$ cat config.mk
export PLATFORM = sky130hd
export DESIGN_NAME = eccDecoderTop
export DESIGN_NICKNAME = d
export VERILOG_FILES = /design/src/verilog/eccPkg.sv /design/src/verilog/syndromeStage.sv /design/src/verilog/byteParityStage.sv /design/src/verilog/correctionStage.sv /design/src/verilog/eccDecoderTop.sv
export SDC_FILE = /design/constraint.sdc
export NUM_CORES = 1
export LEC_CHECK = 0
export BUFFER_PORTS_ARGS = -buffer_cell sky130_fd_sc_hd__clkbuf_2
export CORE_UTILIZATION = 50
export CTS_BUF_LIST = sky130_fd_sc_hd__clkbuf_2
export CTS_CLUSTER_DIAMETER = 200
export DETAILED_ROUTE_END_ITERATION = 8
export PLACE_DENSITY = 0.84
export REMOVE_ABC_BUFFERS = 1
export SYNTH_ARGS = -nofsm -noshare
export SYNTH_HDL_FRONTEND = slang
export SYNTH_SLANG_ARGS = --single-unit
$ cat constraint.sdc
create_clock -name clk_i -period 4.45 [get_ports clk_i]
set_input_delay 0.89 -clock clk_i [delete_from_list [all_inputs] [get_ports clk_i]]
set_output_delay 0.89 -clock clk_i [all_outputs]
set_load 0.1 [all_outputs]
$ cat src/verilog/eccPkg.sv
/*
 * ECC decoder package
 * Word widths, the SEC-DED code table and the operating mode encoding
 * shared by the pipeline stages and the testbench.
 */
package eccPkg;

   localparam int dataWidth  = 16;   // Data word bits
   localparam int checkWidth = 6;    // Check and syndrome bits
   localparam int byteWidth  = 8;    // Bits covered by each byte parity

   // Check-bit pattern of each data bit.
   // All entries carry three ones, so any double error leaves an even,
   // nonzero syndrome that can never alias a single-bit error.
   // Each check bit covers exactly eight data bits.
   localparam logic [checkWidth-1:0] dataColumns [0:dataWidth-1] = '{
      6'b001101,   // d0
      6'b001110,   // d1
      6'b010011,   // d2
      6'b010101,   // d3
      6'b010110,   // d4
      6'b011001,   // d5
      6'b011010,   // d6
      6'b011100,   // d7
      6'b100011,   // d8
      6'b100101,   // d9
      6'b100110,   // d10
      6'b101001,   // d11
      6'b101010,   // d12
      6'b101100,   // d13
      6'b110001,   // d14
      6'b110010    // d15
   };

   // Operating mode
   // The spare code 2'd3 is decoded like modeDetect
   typedef enum logic [1:0] {
      modeEncode  = 2'd0,   // Syndrome output carries generated check bits
      modeDetect  = 2'd1,   // Report errors, leave data alone
      modeCorrect = 2'd2    // Report errors, fix single data-bit errors
   } opMode_t;

endpackage

$ cat src/verilog/syndromeStage.sv
/*
 * Syndrome stage
 * First pipeline stage. Builds the six parity trees from the code table,
 * folds in the incoming check bits and registers syndrome, mode and strobe.
 */
`timescale 1ns/1ps

module syndromeStage
   import eccPkg::*;
(
   input  logic                  clk_i,
   input  logic                  rstN_i,
   input  logic                  inValid_i,
   input  logic [dataWidth-1:0]  dataWord_i,
   input  logic [checkWidth-1:0] checkBits_i,
   input  opMode_t               mode_i,
   output logic [checkWidth-1:0] syndrome_o,
   output opMode_t               mode_o,
   output logic                  valid_o
);

   logic [checkWidth-1:0] maskedCheck;
   logic [checkWidth-1:0] syndromeD;

   // Encode mode ignores the received check bits
   assign maskedCheck = (mode_i == modeEncode) ? '0 : checkBits_i;

   always_comb begin
      syndromeD = maskedCheck;
      for (int j = 0; j < checkWidth; j++) begin
         for (int i = 0; i < dataWidth; i++) begin
            if (dataColumns[i][j]) begin
               syndromeD[j] = syndromeD[j] ^ dataWord_i[i];   // Parity tree j
            end
         end
      end
   end

   always_ff @(posedge clk_i or negedge rstN_i) begin
      if (!rstN_i) begin
         valid_o <= 1'b0;
         mode_o  <= modeEncode;
      end else begin
         valid_o <= inValid_i;       // Strobe moves every cycle
         if (inValid_i) begin
            mode_o <= mode_i;
         end
      end
   end

   always_ff @(posedge clk_i) begin
      if (inValid_i) begin
         syndrome_o <= syndromeD;
      end
   end

endmodule

$ cat src/verilog/byteParityStage.sv
/*
 * Byte parity stage
 * First pipeline stage beside the syndrome stage. Registers the raw data
 * word with the even parity of its low and high byte.
 */
`timescale 1ns/1ps

module byteParityStage
   import eccPkg::*;
(
   input  logic                 clk_i,
   input  logic                 rstN_i,
   input  logic                 inValid_i,
   input  logic [dataWidth-1:0] dataWord_i,
   output logic [dataWidth-1:0] data_o,
   output logic                 parityLo_o,
   output logic                 parityHi_o
);

   logic parityLoD;
   logic parityHiD;

   assign parityLoD = ^dataWord_i[byteWidth-1:0];           // Low byte
   assign parityHiD = ^dataWord_i[dataWidth-1:byteWidth];   // High byte

   always_ff @(posedge clk_i or negedge rstN_i) begin
      if (!rstN_i) begin
         data_o     <= '0;
         parityLo_o <= 1'b0;
         parityHi_o <= 1'b0;
      end else if (inValid_i) begin
         data_o     <= dataWord_i;
         parityLo_o <= parityLoD;
         parityHi_o <= parityHiD;
      end
   end

endmodule

$ cat src/verilog/correctionStage.sv
/*
 * Correction stage
 * Second pipeline stage. Decodes the syndrome to the data bit in error,
 * corrects it in correct mode, patches the byte parity of the corrected
 * byte and flags errors that cannot be corrected.
 */
`timescale 1ns/1ps

module correctionStage
   import eccPkg::*;
(
   input  logic                  clk_i,
   input  logic                  rstN_i,
   input  logic                  valid_i,
   input  logic [checkWidth-1:0] syndrome_i,
   input  opMode_t               mode_i,
   input  logic [dataWidth-1:0]  data_i,
   input  logic                  parityLo_i,
   input  logic                  parityHi_i,
   output logic                  valid_o,
   output logic [dataWidth-1:0]  dataWord_o,
   output logic [checkWidth-1:0] syndrome_o,
   output logic                  parityLo_o,
   output logic                  parityHi_o,
   output logic                  uncorrError_o
);

   logic [dataWidth-1:0] errorVec;       // One-hot bit in error
   logic                 corrFlagLo;
   logic                 corrFlagHi;
   logic                 checkBitError;
   logic                 syndromeNonZero;
   logic                 doCorrect;
   logic [dataWidth-1:0] dataD;
   logic                 parityLoD;
   logic                 parityHiD;
   logic                 uncorrD;

   // Match the syndrome against every column of the code table
   always_comb begin
      for (int i = 0; i < dataWidth; i++) begin
         errorVec[i] = (syndrome_i == dataColumns[i]);
      end
   end

   assign corrFlagLo      = |errorVec[byteWidth-1:0];
   assign corrFlagHi      = |errorVec[dataWidth-1:byteWidth];
   assign checkBitError   = $onehot(syndrome_i);   // Weight one, check bit hit
   assign syndromeNonZero = |syndrome_i;
   assign doCorrect       = (mode_i == modeCorrect);

   assign dataD     = doCorrect ? (data_i ^ errorVec) : data_i;
   assign parityLoD = parityLo_i ^ (doCorrect & corrFlagLo);   // Flipped bit flips parity
   assign parityHiD = parityHi_i ^ (doCorrect & corrFlagHi);

   always_comb begin
      case (mode_i)
         modeEncode: begin
            uncorrD = 1'b0;
         end
         modeCorrect: begin
            uncorrD = syndromeNonZero & ~checkBitError & ~(corrFlagLo | corrFlagHi);
         end
         default: begin
            // Detect mode fixes nothing, so a data-bit hit counts as well
            uncorrD = syndromeNonZero & ~checkBitError;
         end
      endcase
   end

   always_ff @(posedge clk_i or negedge rstN_i) begin
      if (!rstN_i) begin
         valid_o       <= 1'b0;
         dataWord_o    <= '0;
         syndrome_o    <= '0;
         parityLo_o    <= 1'b0;
         parityHi_o    <= 1'b0;
         uncorrError_o <= 1'b0;
      end else begin
         valid_o <= valid_i;
         if (valid_i) begin
            dataWord_o    <= dataD;
            syndrome_o    <= syndrome_i;   // Check bits in encode mode
            parityLo_o    <= parityLoD;
            parityHi_o    <= parityHiD;
            uncorrError_o <= uncorrD;
         end
      end
   end

endmodule

$ cat src/verilog/eccDecoderTop.sv
/*
 * SEC-DED decoder top level
 * Two-stage pipeline: syndrome and byte parity stages work side by side,
 * the correction stage combines their results.
 */
`timescale 1ns/1ps

module eccDecoderTop
   import eccPkg::*;
(
   input  logic                  clk_i,
   input  logic                  rstN_i,
   input  logic                  inValid_i,
   input  logic [dataWidth-1:0]  dataWord_i,
   input  logic [checkWidth-1:0] checkBits_i,
   input  opMode_t               mode_i,
   output logic                  outValid_o,
   output logic [dataWidth-1:0]  dataWord_o,
   output logic [checkWidth-1:0] syndrome_o,
   output logic                  parityLo_o,
   output logic                  parityHi_o,
   output logic                  uncorrError_o
);

   logic [checkWidth-1:0] syndromeQ;
   opMode_t               modeQ;
   logic                  stage1Valid;   // Qualifies both stage 1 outputs
   logic [dataWidth-1:0]  dataQ;
   logic                  parityLoQ;
   logic                  parityHiQ;

   syndromeStage syndromeStage_inst (
      .clk_i       (clk_i),
      .rstN_i      (rstN_i),
      .inValid_i   (inValid_i),
      .dataWord_i  (dataWord_i),
      .checkBits_i (checkBits_i),
      .mode_i      (mode_i),
      .syndrome_o  (syndromeQ),
      .mode_o      (modeQ),
      .valid_o     (stage1Valid)
   );

   byteParityStage byteParityStage_inst (
      .clk_i      (clk_i),
      .rstN_i     (rstN_i),
      .inValid_i  (inValid_i),
      .dataWord_i (dataWord_i),
      .data_o     (dataQ),
      .parityLo_o (parityLoQ),
      .parityHi_o (parityHiQ)
   );

   correctionStage correctionStage_inst (
      .clk_i         (clk_i),
      .rstN_i        (rstN_i),
      .valid_i       (stage1Valid),
      .syndrome_i    (syndromeQ),
      .mode_i        (modeQ),
      .data_i        (dataQ),
      .parityLo_i    (parityLoQ),
      .parityHi_i    (parityHiQ),
      .valid_o       (outValid_o),
      .dataWord_o    (dataWord_o),
      .syndrome_o    (syndrome_o),
      .parityLo_o    (parityLo_o),
      .parityHi_o    (parityHi_o),
      .uncorrError_o (uncorrError_o)
   );

endmodule

==> insert_results.sql, run 1 <==
INSERT INTO impl_metrics (metric_group, metric, value, unit) VALUES
('route', 'remaining_drc_errors', '0', ''),
('critical_path', 'critical-path-top-delay-family', 'buffers and inverters', ''),
('global_route', 'number_of_global_route_vias_before_repair', '2006', ''),
('clock_tree', 'cts_inserted_buffers', '5', ''),
('route', 'dr_total_vias', '2022', ''),
('route', 'routed_wire_length_per_instance', '14.9', 'um'),
('sta', 'worst-slew-pin-transition', '683', 'ps'),
('global_route', 'pin_count_of_the_biggest_net_entering_global_routing', '48', ''),
('global_route', 'grt_first_pass_wirelength', '9.85', 'mm'),
('yosys', 'yosys_warnings', '0', ''),
('die', 'die_w', '78.0', 'um'),
('placed_design', 'dp.final_hpwl', '4.47', 'mm'),
('critical_path', 'endpoint_of_the_worst_register_to_register_path', 'correctionStage_inst.uncorrError_o$_DFFE_PN0P_', ''),
('sta', 'finalSetupViolations', '0', ''),
('route', 'detail_route.first_pass.iterations', '4', ''),
('sta', 'share_of_the_clock_period_used_by_the_worst_path_after_layout', '50.7', '%'),
('route', 'route.final.wire_length', '5.80', 'mm'),
('critical_path', 'worst-path-stages', '1', ''),
('placed_design', 'port-buffer-count', '52', ''),
('die', 'die_area', '6080', 'um^2'),
('global_route', 'grt_use_total', '21.4', '%'),
('sta', 'final_max_slew_viol_count', '0', ''),
('clock_tree', 'ctsLongestPathBuffers', '2', ''),
('critical_path', 'critical_path.cell_chain', 'clkbuf_2', ''),
('yosys', 'synthTopCellsByCount', 'sky130_fd_sc_hd__dfrtp_1 (47), sky130_fd_sc_hd__xnor2_1 (45), sky130_fd_sc_hd__nor2_1 (31)', ''),
('critical_path', 'critPathBufInv', '1', ''),
('critical_path', 'cp_slowest_stage_delay', '480', 'ps'),
('critical_path', 'critPathLaunchType', 'flip-flop', ''),
('clock_tree', 'cts_setup_buffers', '0', ''),
('sta', 'maxClockFrequency', '0.444', 'GHz'),
('pwr', 'cellPowerDensity', '521', 'nW/um^2'),
('clock_tree', 'cts_root_buf', 'sky130_fd_sc_hd__clkbuf_2', ''),
('worst_hold_path', 'holdCritPathClass', 'in -> async', ''),
('critical_path', 'worst_r2r_path_depth', '8', ''),
('clock_tree', 'cts_sinks', '53', ''),
('die', 'top_level_ports', '53', ''),
('die', 'die_y', '78.0', 'um'),
('yosys', 'synth_edf_count', '6', ''),
('sta', 'final_period_minus_worst_setup_slack', '2250', 'ps'),
('finish', 'number_of_antenna_repair_diodes', '0', ''),
('clock_tree', 'tritoncts', 'yes', ''),
('yosys', 'synthTopCellsByArea', 'sky130_fd_sc_hd__dfrtp_1 (41%), sky130_fd_sc_hd__xnor2_1 (14%), sky130_fd_sc_hd__mux2_2 (10%)', ''),
('die', 'num_rows', '27', ''),
('yosys', 'synth_most_common_cell', 'sky130_fd_sc_hd__dfrtp_1', ''),
('yosys', 'syn_area_per_cell', '11.0', 'um^2'),
('critical_path', 'crit_fanout', '2', ''),
('placed_design', 'preCtsSetupSlack', '2270', 'ps'),
('route', 'top_routing_layer_used', 'met4', ''),
('status', 'status', 'finished, final reports clean', ''),
('sta', 'headroom_to_the_max_slew_limit', '54.5', '%'),
('finish', 'area_growth', '12.9', '%'),
('yosys', 'synth_top_area_cell', 'sky130_fd_sc_hd__dfrtp_1', ''),
('route', 'drt_iter0_drc', '68', ''),
('pwr', 'largest_voltage_drop_on_the_vdd_net', '0.280', 'mV'),
('clock_tree', 'ctsResizeCount', '0', ''),
('clock_tree', 'cts.reportedPaths.clkPinSlew', '250', 'ps'),
('critical_path', 'worstSetupPathType', 'reg -> out', ''),
('sta', 'final_critical_path_setup_slack', '2200', 'ps'),
('clock_tree', 'hold_buffers', '0', ''),
('yosys', 'dominantRegCellSynth', 'sky130_fd_sc_hd__dfrtp_1', ''),
('sta', 'setup-tns-final', '0', 'ps'),
('route', 'post_drt_via_cell_ratio', '5.21', ''),
('die', 'design.core.area', '5540', 'um^2'),
('yosys', 'async_flop_share', '88.7', '%'),
('sta', 'grt_setup_unrepaired', 'false', ''),
('route', 'wl_met3', '269', 'um'),
('route', 'antenna_violating_nets_post_route', '0', ''),
('finish', 'filler_cell_count_in_the_final_layout', '489', ''),
('global_route', 'number_of_antenna_violations_at_the_first_check_in_global_routing', '0', ''),
('route', 'route.met2.wl', '2.66', 'mm'),
('yosys', 'synth_largest_type_area_fraction', '40.7', '%');
==> flip-flops by register name, indices dropped and copies added, names as in the netlist <==
register                            count
correctionStage_inst.valid_o            1
correctionStage_inst.uncorrError_o      1
correctionStage_inst.parityLo_o         1
correctionStage_inst.dataWord_o        16
syndromeStage_inst.mode_o               2
byteParityStage_inst.parityLo_o         1
correctionStage_inst.parityHi_o         1
syndromeStage_inst.syndrome_o           6
byteParityStage_inst.parityHi_o         1
byteParityStage_inst.data_o            16
syndromeStage_inst.valid_o              1
correctionStage_inst.syndrome_o         6
==> stage by stage <==
step	hold slack, ps	utilization, %	total power, mW	cells	area [um^2]
after floorplan	501	-	1.35	254	2850
after global placement	491	58.1	1.50	380	3220
after detailed placement	495	58.1	1.52	380	3220
after CTS	494	58.8	1.71	388	3260
after global routing	514	58.8	1.80	388	3260
final	503	58.8	1.70	388	3260
==> worst max-delay path by stage <==
stage / startpoint / to / slack (ps)
global placement: dataWord_i[3] / byteParityStage_inst.parityLo_o$_DFFE_PN0P_ / 2320
global route: syndromeStage_inst.syndrome_o[2]$_DFFE_PP_ / correctionStage_inst.uncorrError_o$_DFFE_PN0P_ / 2110
CTS: correctionStage_inst.syndrome_o[3]$_DFFE_PN0P_ / syndrome_o[3] / 2170
floorplan: syndromeStage_inst.syndrome_o[2]$_DFFE_PP_ / correctionStage_inst.uncorrError_o$_DFFE_PN0P_ / 2420
detailed placement: syndromeStage_inst.syndrome_o[2]$_DFFE_PP_ / correctionStage_inst.uncorrError_o$_DFFE_PN0P_ / 2270
finish: correctionStage_inst.syndrome_o[3]$_DFFE_PN0P_ / syndrome_o[3] / 2200
==> cells by family after synthesis <==
| logic type | share of synthesized area [%] |
|---|---|
| mux | 10.1 |
| simple gates | 9.54 |
| buf+inv | 2.95 |
| xor+xnor | 17.5 |
| compound gates | 5.85 |
| flops | 47.0 |
| fa+ha+maj | 7.02 |
==> per-layer routing <==
metal	vias to the layer above	global-route usage, %
met1	962	30.7
met4	0	7.96
li1	976	-
met5	-	0
met2	76	32.5
met3	8	3.53
==> placed cells by master, fill, tap and decap left out, types with 4 or more instances in the layout <==
master                     netlist  final
sky130_fd_sc_hd__clkbuf_2        0     58
sky130_fd_sc_hd__dfrtp_1        47     47
sky130_fd_sc_hd__xnor2_1        45     45
sky130_fd_sc_hd__nor2_1         31     31
sky130_fd_sc_hd__mux2_2         26     26
sky130_fd_sc_hd__a21oi_1        16     16
sky130_fd_sc_hd__inv_1          14     14
sky130_fd_sc_hd__nand2_1        14     14
sky130_fd_sc_hd__ha_1           13     13
sky130_fd_sc_hd__xor2_1         10     10
sky130_fd_sc_hd__edfxtp_1        6      6
sky130_fd_sc_hd__o22ai_1         4      4
sky130_fd_sc_hd__nand4_1         4      4
==> power by group <==
group | internal [mW] | leakage [nW] | switching, mW
Combinational | 0.231 | 0.785 | 0.614
Sequential | 0.590 | 0.600 | 0.0761
Clock | 0.0395 | 0.0327 | 0.146
Total | 0.861 | 1.42 | 0.837
==> cell type report <==
cell class / count / area (um^2) / area share [%]
Tap cell: 72 / 90.1 / 2.76
Sequential cell: 53 / 1360 / 41.6
Clock inverter: 2 / 10.0 / 0.307
Multi-Input combinational cell: 187 / 1450 / 44.3
Clock buffer: 6 / 30.0 / 0.921
Inverter: 14 / 52.6 / 1.61
Timing Repair Buffer: 54 / 275 / 8.45
No activity file was read; power rests on OpenSTA's default activity.
==> run 2: changes to the inputs <==
- clock period: 4.45 -> 2.2 ns (I/O delays scaled with it)
==> run 2 against run 1 <==
Final cell count increased by 2.3%; wire length increased by 4.9%; register-to-register slack got worse by 2200 ps; critical path type is now reg -> reg; sequential power increased by 100%; critical path depth increased by 6; combinational power increased by 120%; clock-buffer cell count unchanged.
==> insert_results.sql, run 2 (synthesized netlist as in run 1, its figures left out) <==
INSERT INTO impl_metrics (metric_group, metric, value, unit) VALUES
('status', 'status', 'finished, final reports clean', ''),
('die', 'num_rows', '27', ''),
('critical_path', 'critPathLaunchType', 'flip-flop', ''),
('pwr', 'comb_power_share', '49.5', '%'),
('pwr', 'switching_share', '47.7', '%'),
('pwr', 'cell_int_power', '1.92', 'mW'),
('route', 'route.met2.wl', '2.84', 'mm'),
('worst_hold_path', 'timing.hold.worst.start', 'mode_i[0]', ''),
('placed_design', 'dpl.cell_count', '383', ''),
('finish', 'largest_registers', 'byteParityStage_inst.data_o: 16 flops, correctionStage_inst.dataWord_o: 16 flops', ''),
('finish', 'area.sequential', '1360', 'um^2'),
('finish', 'final_design_area_no_fill', '3360', 'um^2'),
('route', 'top_routing_layer_used', 'met4', ''),
('placed_design', 'place.gp.congestion', '0.940', ''),
('sta', 'finalSetupViolations', '0', ''),
('route', 'remaining_drc_errors', '0', ''),
('critical_path', 'worstSetupPathType', 'reg -> reg', ''),
('critical_path', 'worst_r2r_path_depth', '7', ''),
('sta', 'clock_skew', '26.5', 'ps'),
('pwr', 'cellLeakagePower', '1.47', 'nW'),
('critical_path', 'worst_ep_arrival_time', '2470', 'ps'),
('global_route', 'grt_use_total', '22.1', '%'),
('sta', 'maxClockFrequency', '0.470', 'GHz'),
('global_route', 'number_of_global_route_vias_before_repair', '2089', ''),
('finish', 'final_nets', '366', ''),
('clock_tree', 'cts.reportedPaths.clkPinSlew', '270', 'ps'),
('global_route', 'grt_first_pass_wirelength', '10.2', 'mm'),
('clock_tree', 'clkLatencyLatePin', '460', 'ps'),
('finish', 'number_of_antenna_repair_diodes', '0', ''),
('pwr', 'largest_voltage_drop_on_the_vdd_net', '0.626', 'mV'),
('die', 'top_level_ports', '53', ''),
('die', 'design.core.area', '5540', 'um^2'),
('finish', 'filler_cell_count_in_the_final_layout', '457', ''),
('route', 'antenna_violating_nets_post_route', '0', ''),
('clock_tree', 'tritoncts', 'yes', ''),
('finish', 'multi_input_area', '1450', 'um^2'),
('finish', 'final_util', '60.7', '%'),
('die', 'start_util', '52.1', '%'),
('global_route', 'grt.overflow.total', '0', ''),
('global_route', 'pin_count_of_the_biggest_net_entering_global_routing', '28', ''),
('die', 'die_w', '78.0', 'um'),
('critical_path', 'worst-r2r-setup-slack', '70', 'ps'),
('finish', 'mostFrequentLayoutCells', 'sky130_fd_sc_hd__clkbuf_2 (58), sky130_fd_sc_hd__dfrtp_1 (47), sky130_fd_sc_hd__xnor2_1 (45), sky130_fd_sc_hd__nor2_1 (31), sky130_fd_sc_hd__mux2_2 (26)', ''),
('route', 'met1Wirelength', '2.74', 'mm'),
('clock_tree', 'cts_inserted_buffers', '5', ''),
('die', 'die_y', '78.0', 'um'),
('pwr', 'clock_power_share', '14.0', '%'),
('route', 'detail_route.first_pass.iterations', '5', ''),
('finish', 'post_route_cells_drive_above_1_share', '30.5', '%'),
('pwr', 'cellPowerDensity', '1090', 'nW/um^2'),
('worst_hold_path', 'holdCritPathClass', 'in -> reg', ''),
('placed_design', 'port-buffer-count', '52', ''),
('run', 'max_cap_viol_count', '0', ''),
('sta', 'worst_hold_slack', '190', 'ps'),
('die', 'die_area', '6080', 'um^2'),
('worst_hold_path', 'min_path_cells', '2', ''),
('route', 'post_drt_via_cell_ratio', '5.19', ''),
('sta', 'setup-tns-final', '0', 'ps'),
('sta', 'final_period_minus_worst_setup_slack', '2130', 'ps'),
('sta', 'final_critical_path_setup_slack', '72.8', 'ps'),
('clock_tree', 'cts_sinks', '53', ''),
('worst_hold_path', 'hold_path_end', 'syndromeStage_inst.mode_o[0]$_DFFE_PN0P_', ''),
('placed_design', 'dp.final_hpwl', '4.79', 'mm'),
('sta', 'final_hold_viol_count', '0', ''),
('route', 'dr_total_vias', '2061', ''),
('critical_path', 'timing.critical_path.required', '2550', 'ps'),
('sta', 'worst-slew-pin-transition', '645', 'ps'),
('sta', 'grt_setup_unrepaired', 'false', ''),
('sta', 'headroom_to_the_max_slew_limit', '57.0', '%'),
('pwr', 'power.total', '3.67', 'mW'),
('pwr', 'relative_contribution_of_sequential_cells_to_total_power', '36.5', '%'),
('critical_path', 'crit-reg2reg-launch', 'syndromeStage_inst.syndrome_o[5]$_DFFE_PP_', ''),
('route', 'route.final.wire_length', '6.08', 'mm'),
('placed_design', 'placed_area', '3240', 'um^2'),
('sta', 'final_max_slew_viol_count', '0', ''),
('finish', 'final-instance-count-excl-fill', '397', ''),
('critical_path', 'endpoint_of_the_worst_register_to_register_path', 'correctionStage_inst.uncorrError_o$_DFFE_PN0P_', ''),
('clock_tree', 'cts_h_tree_depth', '2', ''),
('global_route', 'number_of_antenna_violations_at_the_first_check_in_global_routing', '0', ''),
('route', 'routed_wire_length_per_instance', '15.3', 'um'),
('finish', 'area_growth', '16.4', '%'),
('critical_path', 'timing.critical_path.to_type', 'flip-flop', ''),
('finish', 'most_common_library_cell_in_the_layout_ignoring_fill_and_taps', 'sky130_fd_sc_hd__clkbuf_2', ''),
('clock_tree', 'cts_root_buf', 'sky130_fd_sc_hd__clkbuf_2', ''),
('pwr', 'switchingPower', '1.75', 'mW'),
('placed_design', 'preCtsSetupSlack', '69.0', 'ps'),
('critical_path', 'crit_fanout', '4', ''),
('route', 'drt_iter0_drc', '172', ''),
('sta', 'share_of_the_clock_period_used_by_the_worst_path_after_layout', '96.7', '%'),
('clock_tree', 'ctsLongestPathBuffers', '2', ''),
('route', 'wl_met3', '384', 'um');
-- run 2: final cells by class --
type	instances	area share [%]
repair buffers	63	10.3
clock buffers	6	0.894
flip-flops and latches	53	40.4
clock inverters	2	1.15
inverters	14	1.56
multi-input cells	187	43.1
well taps	72	2.68
-- run 2: layer usage --
layer / vias up / global-route usage [%]
li1: 995 / -
met1: 967 / 30.2
met2: 84 / 35.4
met3: 15 / 4.12
met4: 0 / 7.41
met5: - / 0
-- run 2: power groups by stage --
stage / combinational, mW / clock, mW / sequential, mW
after floorplan: 0.635 / 0 / 2.09
final: 1.82 / 0.513 / 1.34
after detailed placement: 1.75 / 0 / 1.36
after global routing: 1.94 / 0.557 / 1.37
after global placement: 1.70 / 0 / 1.35
after CTS: 1.75 / 0.515 / 1.34
-- run 2: worst max-delay path by stage --
| stage | start | cells after the start | slack, ps | to |
|---|---|---|---|---|
| 6_report | syndromeStage_inst.syndrome_o[5]$_DFFE_PP_ | 7 | 70 | correctionStage_inst.uncorrError_o$_DFFE_PN0P_ |
| 5_1_grt | syndromeStage_inst.syndrome_o[5]$_DFFE_PP_ | 7 | 10 | correctionStage_inst.uncorrError_o$_DFFE_PN0P_ |
| 4_1_cts | syndromeStage_inst.syndrome_o[4]$_DFFE_PP_ | 6 | 40 | correctionStage_inst.uncorrError_o$_DFFE_PN0P_ |
| 3_5_place_dp | syndromeStage_inst.syndrome_o[4]$_DFFE_PP_ | 6 | 70 | correctionStage_inst.uncorrError_o$_DFFE_PN0P_ |
| 3_3_place_gp | syndromeStage_inst.syndrome_o[4]$_DFFE_PP_ | 7 | 150 | correctionStage_inst.uncorrError_o$_DFFE_PN0P_ |
| 2_1_floorplan | syndromeStage_inst.syndrome_o[2]$_DFFE_PP_ | 7 | 170 | correctionStage_inst.uncorrError_o$_DFFE_PN0P_ |
-- run 2: critical path, cell delays in order (launching register included) --
cell and delay, ps:
sky130_fd_sc_hd__edfxtp_1 470, sky130_fd_sc_hd__ha_1 210, sky130_fd_sc_hd__inv_1 70, sky130_fd_sc_hd__fa_1 530, sky130_fd_sc_hd__inv_1 50, sky130_fd_sc_hd__ha_1 300
sky130_fd_sc_hd__o311ai_1 260, sky130_fd_sc_hd__o22ai_1 110
-- run 2: repair_timing --
item / CTS / global route
buffers inserted: 0 / 5
setup endpoints to repair: 0 / 1
hold buffers: 1 / 0
gates resized for setup: 0 / 2
endpoints found under the hold margin: 19 / 0
==> run 3: changes to the inputs <==
- ABC_AREA: unset -> 1
- PLACE_DENSITY: 0.84 -> 0.83
==> run 3 against run 2 <==
Global-route usage increased by 0.065 points; setup slack gained 160 ps; combinational power shrank 27%; critical path type unchanged; total power down 20%; sequential share of layout area shrank 2.3 points; utilization is 1.4 points lower; die area rose by 9.8%.
==> insert_results.sql, run 3 <==
INSERT INTO impl_metrics (metric_group, metric, value, unit) VALUES
('yosys', 'synthTopCellsByArea', 'sky130_fd_sc_hd__dfrtp_1 (37%), sky130_fd_sc_hd__nand2_1 (14%), sky130_fd_sc_hd__xor2_1 (7.4%)', ''),
('finish', 'multi_input_area', '1590', 'um^2'),
('sta', 'setup-tns-final', '0', 'ps'),
('clock_tree', 'cts.reportedPaths.clkPinSlew', '270', 'ps'),
('die', 'top_level_ports', '53', ''),
('critical_path', 'worstSetupPathType', 'reg -> reg', ''),
('yosys', 'yosys.cell_types.count', '22', ''),
('route', 'remaining_drc_errors', '0', ''),
('yosys', 'synthesis.area', '3180', 'um^2'),
('sta', 'clock_skew', '19.6', 'ps'),
('critical_path', 'startpoint', 'syndromeStage_inst.syndrome_o[2]$_DFFE_PP_', ''),
('finish', 'final-instance-count-excl-fill', '525', ''),
('yosys', 'synth_most_common_cell', 'sky130_fd_sc_hd__nand2_1', ''),
('die', 'num_rows', '28', ''),
('finish', 'final_nets', '491', ''),
('yosys', 'yosysSeqAreaShare', '42.7', '%'),
('finish', 'largest_registers', 'byteParityStage_inst.data_o: 16 flops, correctionStage_inst.dataWord_o: 16 flops', ''),
('finish', 'mostFrequentLayoutCells', 'sky130_fd_sc_hd__nand2_1 (120), sky130_fd_sc_hd__clkbuf_2 (57), sky130_fd_sc_hd__inv_1 (48), sky130_fd_sc_hd__dfrtp_1 (47), sky130_fd_sc_hd__o21ai_0 (40)', ''),
('yosys', 'dominantRegCellSynth', 'sky130_fd_sc_hd__dfrtp_1', ''),
('finish', 'number_of_antenna_repair_diodes', '0', ''),
('sta', 'worst-slew-pin-transition', '622', 'ps'),
('critical_path', 'worst-r2r-setup-slack', '240', 'ps'),
('clock_tree', 'cts_setup_buffers', '0', ''),
('sta', 'maxClockFrequency', '0.509', 'GHz'),
('route', 'antenna_violating_nets_post_route', '0', ''),
('worst_hold_path', 'timing.hold.worst.start', 'mode_i[0]', ''),
('critical_path', 'critPathBufInv', '2', ''),
('die', 'die_area', '6680', 'um^2'),
('route', 'dr_total_vias', '2620', ''),
('placed_design', 'dpl.cell_count', '516', ''),
('pwr', 'cellPowerDensity', '820', 'nW/um^2'),
('sta', 'final_hold_viol_count', '0', ''),
('sta', 'final_period_minus_worst_setup_slack', '1960', 'ps'),
('pwr', 'relative_contribution_of_sequential_cells_to_total_power', '41.0', '%'),
('yosys', 'synth_top_area_cell', 'sky130_fd_sc_hd__dfrtp_1', ''),
('clock_tree', 'tritoncts', 'yes', ''),
('pwr', 'comb_power_share', '45.4', '%'),
('status', 'status', 'finished, final reports clean', ''),
('critical_path', 'cp_slowest_stage_delay', '500', 'ps'),
('clock_tree', 'cts_sinks', '53', ''),
('sta', 'grt_setup_unrepaired', 'false', ''),
('critical_path', 'timing.critical_path.required', '2570', 'ps'),
('yosys', 'syn_area_per_cell', '7.98', 'um^2'),
('clock_tree', 'cts_h_tree_depth', '2', ''),
('clock_tree', 'cts_root_buf', 'sky130_fd_sc_hd__clkbuf_2', ''),
('route', 'drt_iter0_drc', '120', ''),
('placed_design', 'dp.final_hpwl', '5.30', 'mm'),
('critical_path', 'crit-reg2reg-launch', 'syndromeStage_inst.syndrome_o[2]$_DFFE_PP_', ''),
('finish', 'most_common_library_cell_in_the_layout_ignoring_fill_and_taps', 'sky130_fd_sc_hd__nand2_1', ''),
('global_route', 'grt_first_pass_wirelength', '11.1', 'mm'),
('critical_path', 'critical_path.cell_chain', 'ha_1 -> inv_1 -> fa_1 -> inv_1 -> ha_1 -> nor2_1 -> a31oi_1 -> nand2_1 -> nand2_1', ''),
('die', 'die_y', '81.7', 'um'),
('sta', 'headroom_to_the_max_slew_limit', '58.5', '%'),
('yosys', 'async_flop_share', '88.7', '%'),
('critical_path', 'crit_fanout', '5', ''),
('finish', 'area.sequential', '1360', 'um^2'),
('placed_design', 'place.gp.congestion', '0.864', ''),
('pwr', 'switchingPower', '1.40', 'mW'),
('critical_path', 'crit_slowest_cell', 'sky130_fd_sc_hd__fa_1', ''),
('yosys', 'ys_seq_elements', '53', ''),
('finish', 'post_route_cells_drive_above_1_share', '14.9', '%'),
('pwr', 'clock_power_share', '13.6', '%'),
('finish', 'filler_cell_count_in_the_final_layout', '549', ''),
('die', 'design.core.area', '6030', 'um^2'),
('sta', 'finalSetupViolations', '0', ''),
('die', 'start_util', '52.7', '%'),
('route', 'post_drt_via_cell_ratio', '4.99', ''),
('die', 'die_w', '81.7', 'um'),
('critical_path', 'critical-path-top-delay-family', 'adder cells', ''),
('global_route', 'pin_count_of_the_biggest_net_entering_global_routing', '45', ''),
('yosys', 'yosys_warnings', '0', ''),
('critical_path', 'critPathLaunchType', 'flip-flop', ''),
('critical_path', 'timing.critical_path.to_type', 'flip-flop', ''),
('yosys', 'synth_edf_count', '6', ''),
('global_route', 'grt_use_total', '22.1', '%'),
('worst_hold_path', 'holdCritPathClass', 'in -> reg', ''),
('route', 'route.final.wire_length', '6.72', 'mm'),
('global_route', 'number_of_global_route_vias_before_repair', '2472', ''),
('sta', 'final_max_slew_viol_count', '0', ''),
('clock_tree', 'ctsLongestPathBuffers', '2', ''),
('route', 'routed_wire_length_per_instance', '12.8', 'um'),
('yosys', 'synthTopCellsByCount', 'sky130_fd_sc_hd__nand2_1 (120), sky130_fd_sc_hd__inv_1 (48), sky130_fd_sc_hd__dfrtp_1 (47)', ''),
('pwr', 'cell_int_power', '1.52', 'mW'),
('pwr', 'largest_voltage_drop_on_the_vdd_net', '0.560', 'mV'),
('yosys', 'postSynthCellCount', '398', ''),
('clock_tree', 'cts_inserted_buffers', '5', ''),
('run', 'max_cap_viol_count', '0', ''),
('sta', 'share_of_the_clock_period_used_by_the_worst_path_after_layout', '89.2', '%'),
('clock_tree', 'clkLatencyLatePin', '450', 'ps'),
('pwr', 'switching_share', '47.9', '%'),
('finish', 'area_growth', '12.3', '%'),
('critical_path', 'worst_ep_arrival_time', '2330', 'ps'),
('placed_design', 'port-buffer-count', '52', ''),
('yosys', 'synth_largest_type_area_fraction', '37.0', '%'),
('global_route', 'grt.overflow.total', '0', ''),
('route', 'detail_route.first_pass.iterations', '5', ''),
('global_route', 'number_of_antenna_violations_at_the_first_check_in_global_routing', '0', ''),
('pwr', 'cellLeakagePower', '1.92', 'nW');
==> run 3: cell families after synthesis <==
kind of cell / count (synthesis) / share of synthesized area, %
simple gates: 182 / 23.6
buf+inv: 60 / 7.37
flops: 53 / 42.7
xor+xnor: 45 / 12.9
compound gates: 42 / 6.74
fa+ha+maj: 15 / 6.38
mux: 1 / 0.354
==> run 3: repair_timing <==
action,4_1_cts,5_1_grt
hold buffers,1,0
resized for setup,0,0
hold endpoints to repair,23,0
==> run 3: metal layers <==
| metal | wire length [um] | global-route usage (%) |
|---|---|---|
| met5 | 0 | 0 |
| met3 | 269 | 3.44 |
| met4 | 170 | 9.65 |
| met1 | 3070 | 27.9 |
| met2 | 3210 | 37.6 |
==> run 3: area by class of cell <==
type	count	share of cell area (%)
Multi-Input combinational cell	285	44.5
Tap cell	75	2.63
Timing Repair Buffer	56	8.56
Sequential cell	53	38.0
Clock buffer	5	0.701
Clock inverter	3	0.596
Inverter	48	5.05
==> run 3: tightest hold or removal path, stage by stage <==
cell and delay (ps):
sky130_fd_sc_hd__clkbuf_2 90, sky130_fd_sc_hd__nand2_1 50, sky130_fd_sc_hd__o21ai_0 70
==> run 3: worst paths after layout <==
check,cells after the start,endpoint
max in group asynchronous,3,correctionStage_inst.dataWord_o[11]$_DFFE_PN0P_
setup / recovery,9,correctionStage_inst.uncorrError_o$_DFFE_PN0P_
hold reg to reg,2,correctionStage_inst.dataWord_o[8]$_DFFE_PN0P_
setup reg to reg,9,correctionStage_inst.uncorrError_o$_DFFE_PN0P_
hold / removal,3,syndromeStage_inst.mode_o[0]$_DFFE_PN0P_
min in group asynchronous,2,byteParityStage_inst.data_o[2]$_DFFE_PN0P_
==> run 3: power by group through the flow <==
stage               combinational (mW)  clock [mW]  sequential [mW]
floorplan                        0.495           0             1.75
global placement                  1.30           0             1.21
detailed placement                1.32           0             1.22
CTS                               1.33       0.406             1.20
global route                      1.45       0.440             1.22
finish                            1.33       0.397             1.20
==> run 3: through the flow <==
| step | util (%) | hold slack [ps] | power, mW | area, um^2 | worst slack (ps) |
|---|---|---|---|---|---|
| 5_1_grt | 59.2 | 175 | 3.11 | 3570 | 111 |
| 4_1_cts | 59.2 | 179 | 2.93 | 3570 | 241 |
| 2_1_floorplan | - | 144 | 2.25 | 3120 | 392 |
| 3_3_place_gp | 58.3 | 465 | 2.51 | 3510 | 328 |
| 3_5_place_dp | 58.3 | 466 | 2.54 | 3510 | 299 |
| 6_report | 59.2 | 197 | 2.93 | 3570 | 237 |
